===== src/ooo_params.svh =====
`ifndef OOO_PARAMS_SVH
`define OOO_PARAMS_SVH

// data path width
`define XLEN 32

// register counts, architectural and physical
`define NUM_AREGS 32
`define NUM_PREGS 64

// window sizes
`define ROB_DEPTH 16
`define IQ_DEPTH 8

// multiplier pipeline depth in registers
`define MUL_STAGES 3

`endif


===== src/isa_pkg.sv =====
`include "ooo_params.svh"

package isa_pkg;

    // operation encodings seen on the instruction stream
    typedef enum logic [2:0] {
        ADD  = 3'd0,
        SUB  = 3'd1,
        AND  = 3'd2,
        XOR  = 3'd3,
        ADDI = 3'd4,
        MUL  = 3'd5
    } opcode_t;

    // architectural register number
    typedef logic [$clog2(`NUM_AREGS)-1:0] areg_t;

    // raw immediate, sign-extended by the ALU
    typedef logic [15:0] imm_t;

endpackage


===== src/ooo_pkg.sv =====
`include "ooo_params.svh"

package ooo_pkg;

    // physical register tag, also the wake-up tag
    typedef logic [$clog2(`NUM_PREGS)-1:0] preg_t;

    // position in the reorder buffer
    typedef logic [$clog2(`ROB_DEPTH)-1:0] rob_idx_t;

    // register value and PC width
    typedef logic [`XLEN-1:0] word_t;

endpackage


===== src/reorder_buffer.sv =====
`include "ooo_params.svh"

module reorder_buffer
    import isa_pkg::*, ooo_pkg::*;
(
    input  logic     clk,
    input  logic     rstn,

    // allocation from rename
    input  logic     ren_valid,
    input  rob_idx_t ren_rob_idx,
    input  areg_t    ren_rd,
    input  preg_t    ren_old_ptag,
    input  preg_t    ren_ptag_d,
    input  word_t    ren_pc,

    // completion ports, ALU then MUL
    input  logic     cmp0_valid,
    input  preg_t    cmp0_ptag,
    input  rob_idx_t cmp0_rob,
    input  word_t    cmp0_data,
    input  logic     cmp1_valid,
    input  preg_t    cmp1_ptag,
    input  rob_idx_t cmp1_rob,
    input  word_t    cmp1_data,

    output rob_idx_t alloc_idx,
    output logic     rob_full,

    output logic     retire0_valid,
    output areg_t    retire0_rd,
    output word_t    retire0_data,
    output word_t    retire0_pc,
    output logic     retire1_valid,
    output areg_t    retire1_rd,
    output word_t    retire1_data,
    output word_t    retire1_pc,

    // old mappings handed back to the free list
    output logic     free0_valid,
    output preg_t    free0_ptag,
    output logic     free1_valid,
    output preg_t    free1_ptag
);

    localparam int CW = $clog2(`ROB_DEPTH) + 1;

    rob_idx_t head, head_nxt, tail;
    logic [CW-1:0] count;

    logic [`ROB_DEPTH-1:0] e_valid;
    logic [`ROB_DEPTH-1:0] e_done;
    areg_t                 e_rd   [`ROB_DEPTH];
    preg_t                 e_old  [`ROB_DEPTH];
    preg_t                 e_ptag [`ROB_DEPTH];
    word_t                 e_data [`ROB_DEPTH];
    word_t                 e_pc   [`ROB_DEPTH];

    logic ret0, ret1;
    logic cmp0_hit, cmp1_hit;

    assign head_nxt  = head + rob_idx_t'(1);
    assign alloc_idx = tail;
    assign rob_full  = (count == CW'(`ROB_DEPTH));

    // second slot only retires behind the first
    assign ret0 = e_valid[head] & e_done[head];
    assign ret1 = ret0 & e_valid[head_nxt] & e_done[head_nxt];

    assign retire0_valid = ret0;
    assign retire0_rd    = e_rd[head];
    assign retire0_data  = e_data[head];
    assign retire0_pc    = e_pc[head];
    assign retire1_valid = ret1;
    assign retire1_rd    = e_rd[head_nxt];
    assign retire1_data  = e_data[head_nxt];
    assign retire1_pc    = e_pc[head_nxt];

    assign free0_valid = ret0;
    assign free0_ptag  = e_old[head];
    assign free1_valid = ret1;
    assign free1_ptag  = e_old[head_nxt];

    // completion is by index; the tag must match the entry it names
    assign cmp0_hit = cmp0_valid & e_valid[cmp0_rob] & (e_ptag[cmp0_rob] == cmp0_ptag);
    assign cmp1_hit = cmp1_valid & e_valid[cmp1_rob] & (e_ptag[cmp1_rob] == cmp1_ptag);

    always_ff @(posedge clk or negedge rstn) begin
        if (!rstn) begin
            head    <= '0;
            tail    <= '0;
            count   <= '0;
            e_valid <= '0;
            e_done  <= '0;
        end else begin
            if (cmp0_hit) begin
                e_done[cmp0_rob] <= 1'b1;
            end
            if (cmp1_hit) begin
                e_done[cmp1_rob] <= 1'b1;
            end
            if (ret0) begin
                e_valid[head] <= 1'b0;
            end
            if (ret1) begin
                e_valid[head_nxt] <= 1'b0;
            end
            // tail slot is never the head while there is room
            if (ren_valid) begin
                e_valid[ren_rob_idx] <= 1'b1;
                e_done[ren_rob_idx]  <= 1'b0;
                tail                 <= tail + rob_idx_t'(1);
            end
            head  <= head + rob_idx_t'(ret0) + rob_idx_t'(ret1);
            count <= count + CW'(ren_valid) - CW'(ret0) - CW'(ret1);
        end
    end

    always_ff @(posedge clk) begin
        if (ren_valid) begin
            e_rd[ren_rob_idx]   <= ren_rd;
            e_old[ren_rob_idx]  <= ren_old_ptag;
            e_ptag[ren_rob_idx] <= ren_ptag_d;
            e_pc[ren_rob_idx]   <= ren_pc;
        end
        if (cmp0_hit) begin
            e_data[cmp0_rob] <= cmp0_data;
        end
        if (cmp1_hit) begin
            e_data[cmp1_rob] <= cmp1_data;
        end
    end

endmodule


===== config.mk =====
export PLATFORM = sky130hd
export DESIGN_NAME = reorder_buffer
export DESIGN_NICKNAME = d
export VERILOG_FILES = /design/src/isa_pkg.sv /design/src/ooo_pkg.sv /design/src/reorder_buffer.sv
export VERILOG_INCLUDE_DIRS = /design/src /design/src/src
export SDC_FILE = /design/constraint.sdc
export NUM_CORES = 2
export LEC_CHECK = 0
export ABC_CLOCK_PERIOD_IN_PS = 10800
export BUFFER_PORTS_ARGS = -buffer_cell sky130_fd_sc_hd__buf_4
export CELL_PAD_IN_SITES_DETAIL_PLACEMENT = 1
export CELL_PAD_IN_SITES_GLOBAL_PLACEMENT = 1
export CORE_UTILIZATION = 30
export CTS_BUF_LIST = sky130_fd_sc_hd__clkbuf_8
export DETAILED_ROUTE_END_ITERATION = 6
export PLACE_DENSITY = 0.53
export SLEW_MARGIN = 20
export SYNTH_ARGS = -nofsm -noshare
export SYNTH_HDL_FRONTEND = slang
export SYNTH_SLANG_ARGS = --single-unit

===== constraint.sdc =====
create_clock -name clk -period 10.8 [get_ports clk]
set_input_delay 1.62 -clock clk [delete_from_list [all_inputs] [get_ports clk]]
set_output_delay 1.62 -clock clk [all_outputs]
set_load 0.05 [all_outputs]

==> run metrics <==
Die Span X 477.8 um; Synth Area in XOR/XNOR 0.002966; Distinct cells, synth 60; cell taking the most area after synthesis edfxtp_1; Fmax 0.1322 GHz; post-synthesis sequential area ratio 0.5896; max-cap violation count 0; post-cts sizing count 0; r2r endpoint head[3]$_DFF_PN0_; total congestion overflow 0; All-Layer GR Usage 0.1922; clock buffer depth 3; final setup fails 0; clock root cell clkbuf_8; commonest non-fill, non-tap cell in the layout edfxtp_1; die area 0.2283 sq mm; Buffers on Ports 300; Pre-antenna DRT Iters 7; Post-synth ARST share 0.03356; Simple-Gate Fraction of Synth Area 0.01684; Most common cell on crit path buf_4; Pwr Density 286.7 mW/mm^2; Reg2Reg Setup Slack 5.53 ns; WL final roughly 220 mm; postcts setup bufs 0; CORE AREA 0.2249 sq mm; CTS tree built; DP HPWL 124.5 mm; leakage power total 24.93 nW; hold-critical path depth 1; failing checks design-rule violations; Rows 174; CTS H-tree depth 4; RSZ-0062 raised after global routing false; Avg WL per Cell roughly 32 um; CP required 9.18 ns; final hold slack 0.4823 ns; worst reg2reg path startpoint head[0]$_DFF_PN0_; flops & latches, synth 1341; R2R cell count 10; worst hold path class flop to flop; Worst EP arrival 5.94 ns; pin count of the biggest net entering global routing approximately 140; commonest non-fill, non-tap cells in the layout edfxtp_1 (1296), mux4_2 (797), mux2_2 (513); slew margin rel. 0.2678; Cells after Synth 3378; Setup crit start head[0]$_DFF_PN0_; Net Count, Synth 3535; initial antenna violation count 30; Pins Over Slew Limit 0; largest stage delay on the critical path 0.94 ns; Worst-Skew Late Latency 1.03 ns; vias per inst 5.412; share of cells above drive strength 1 0.5305; final hold violation count 0; fin nets 3817; Post-synth EDFFs 1296; chip height 477.8 um; Synth Cell Area 0.06792 sq mm; Antenna Nets Post-Route 0; first-pass GRT wire length about 310 mm; Final Critical Period 7.564 ns; Hold Buf Count CTS 0; gpl congestion 0.7524; largest fanout on the critical path 57; Tot Pwr 22.34 mW; Synth Area in Compound Gates 0.007922; Worst Setup Path Type flop to primary output; Startpoint Class flop; vias about 37000; synth top area cells edfxtp_1 (57%), mux4_2 (26%), mux2_2 (8.5%); setup_tns 0 ns; CTS clk-pin slew, worst paths approximately 0.060 ns; DRC Markers 68; synth warn 0; mux contribution to synthesized area 0.3576; hold path start alloc_idx[3]$_DFFE_PN0P_; final period utilization 0.7004; CP Buf/Inv Count 4; CP delay by family, top buffers and inverters; vias in the first global route 40240; IO Pins 301; DRT iter0 DRCs just under 3000; outcome finished, violations left; top-area cell type share of the netlist area 0.5730; largest family of logic cells by synthesized area multiplexers; adder-cell share of the synthesized area 0.002984; WHS Endpoint alloc_idx[3]$_DFFE_PN0P_; VDD IR max 467.1 uV; area delta synth->final 14.76%; actual slew at the worst max-slew pin about 1.1 ns; Initial Util 0.3020; ys flop type edfxtp_1; Avg Inst Size Synth about 20 sq um; Setup WS pre-CTS slightly above 4 ns; Cell Chain, Critical Path buf_4, buf_4, buf_4, mux4_2, mux4_2, buf_4; clk_skew 0.06871 ns; fin worst setup slack ~3.2 ns; CP Capture Type primary output; slowest cell on the critical path dfrtp_4; CTS buffer count 236; clock sinks 1341
## layer usage
| layer | vias up | part of all wire | GRT usage |
|---|---|---|---|
| met3 | 339 | 0.057 | 0.04483 |
| met5 | - | 0.00097 | 0 |
| li1 | 15200 | - | - |
| met1 | 20580 | 0.42 | 0.2479 |
| met2 | 973 | 0.50 | 0.3215 |
| met4 | 32 | 0.024 | 0.05502 |
## worst max path at each step
stage                                          to  slack (ns)  depth (start not counted)
after CTS                        retire1_data[16]        2.97                          6
after floorplan             e_old[0][0]$_DFFE_PP_        4.49                          3
after detailed placement         retire1_data[16]        4.07                          6
after global routing             retire1_data[16]        2.73                          6
final                            retire1_data[12]        3.24                          6
after global placement    e_data[0][18]$_DFFE_PP_        4.17                          8
## cell families (layout without fill, tap and decap cells)
logic type / count (synthesis) / count (layout)
other: 0 / 14
AND/OR/NAND/NOR: 203 / 203
flip-flops: 1341 / 1341
buffers and inverters: 357 / 832
multiplexers: 1364 / 1364
AO/OA/AOI/OAI: 75 / 75
XOR/XNOR: 23 / 23
adder cells (fa/ha/maj): 15 / 15
## power breakdown
part           leakage [nW]  internal (mW)  switching (mW)
registers              12.2           5.84           0.226
clock network          2.52           2.25            2.27
logic                  10.2           4.77            6.98
total                  24.9           12.9            9.48
## registers in the layout (all words and copies together) (netlist names), 5 cells and up
signal / flops
count: 5
e_data: 512
e_done: 16
e_old: 96
e_pc: 512
e_ptag: 96
e_rd: 80
e_valid: 16
## final cells by class
type | instances | area [sq um]
clock buffer | 240 | 3303
fill | 22180 | 147000
clock inverter | 191 | 1116
multi-input combinational | 1680 | 26720
tap | 2992 | 3744
inverter | 36 | 137.6
sequential | 1341 | 40060
timing repair buffer | 365 | 2830
antenna | 14 | 35.03
## through the flow
step / util / instances / cell area (sq um)
floorplan: - / 3378 / 67920
global placement: 0.3265 / 6412 / 73420
detailed placement: 0.3266 / 6413 / 73460
CTS: 0.3463 / 6844 / 77870
global route: 0.3465 / 6855 / 77930
finish: 0.3466 / 6859 / 77940
## cell usage after synthesis (13+ instances only)
master    instances
dfrtp_1          45
nand2_1          50
edfxtp_1       1296
ha_1             13
nand3_1          35
mux4_2          797
a31oi_1          19
buf_2            53
nor2_1           25
mux2_2          513
clkbuf_1        200
mux2i_1          50
xnor2_1          13
inv_1            36
buf_1            51
Power figures use the tool's default switching activity.
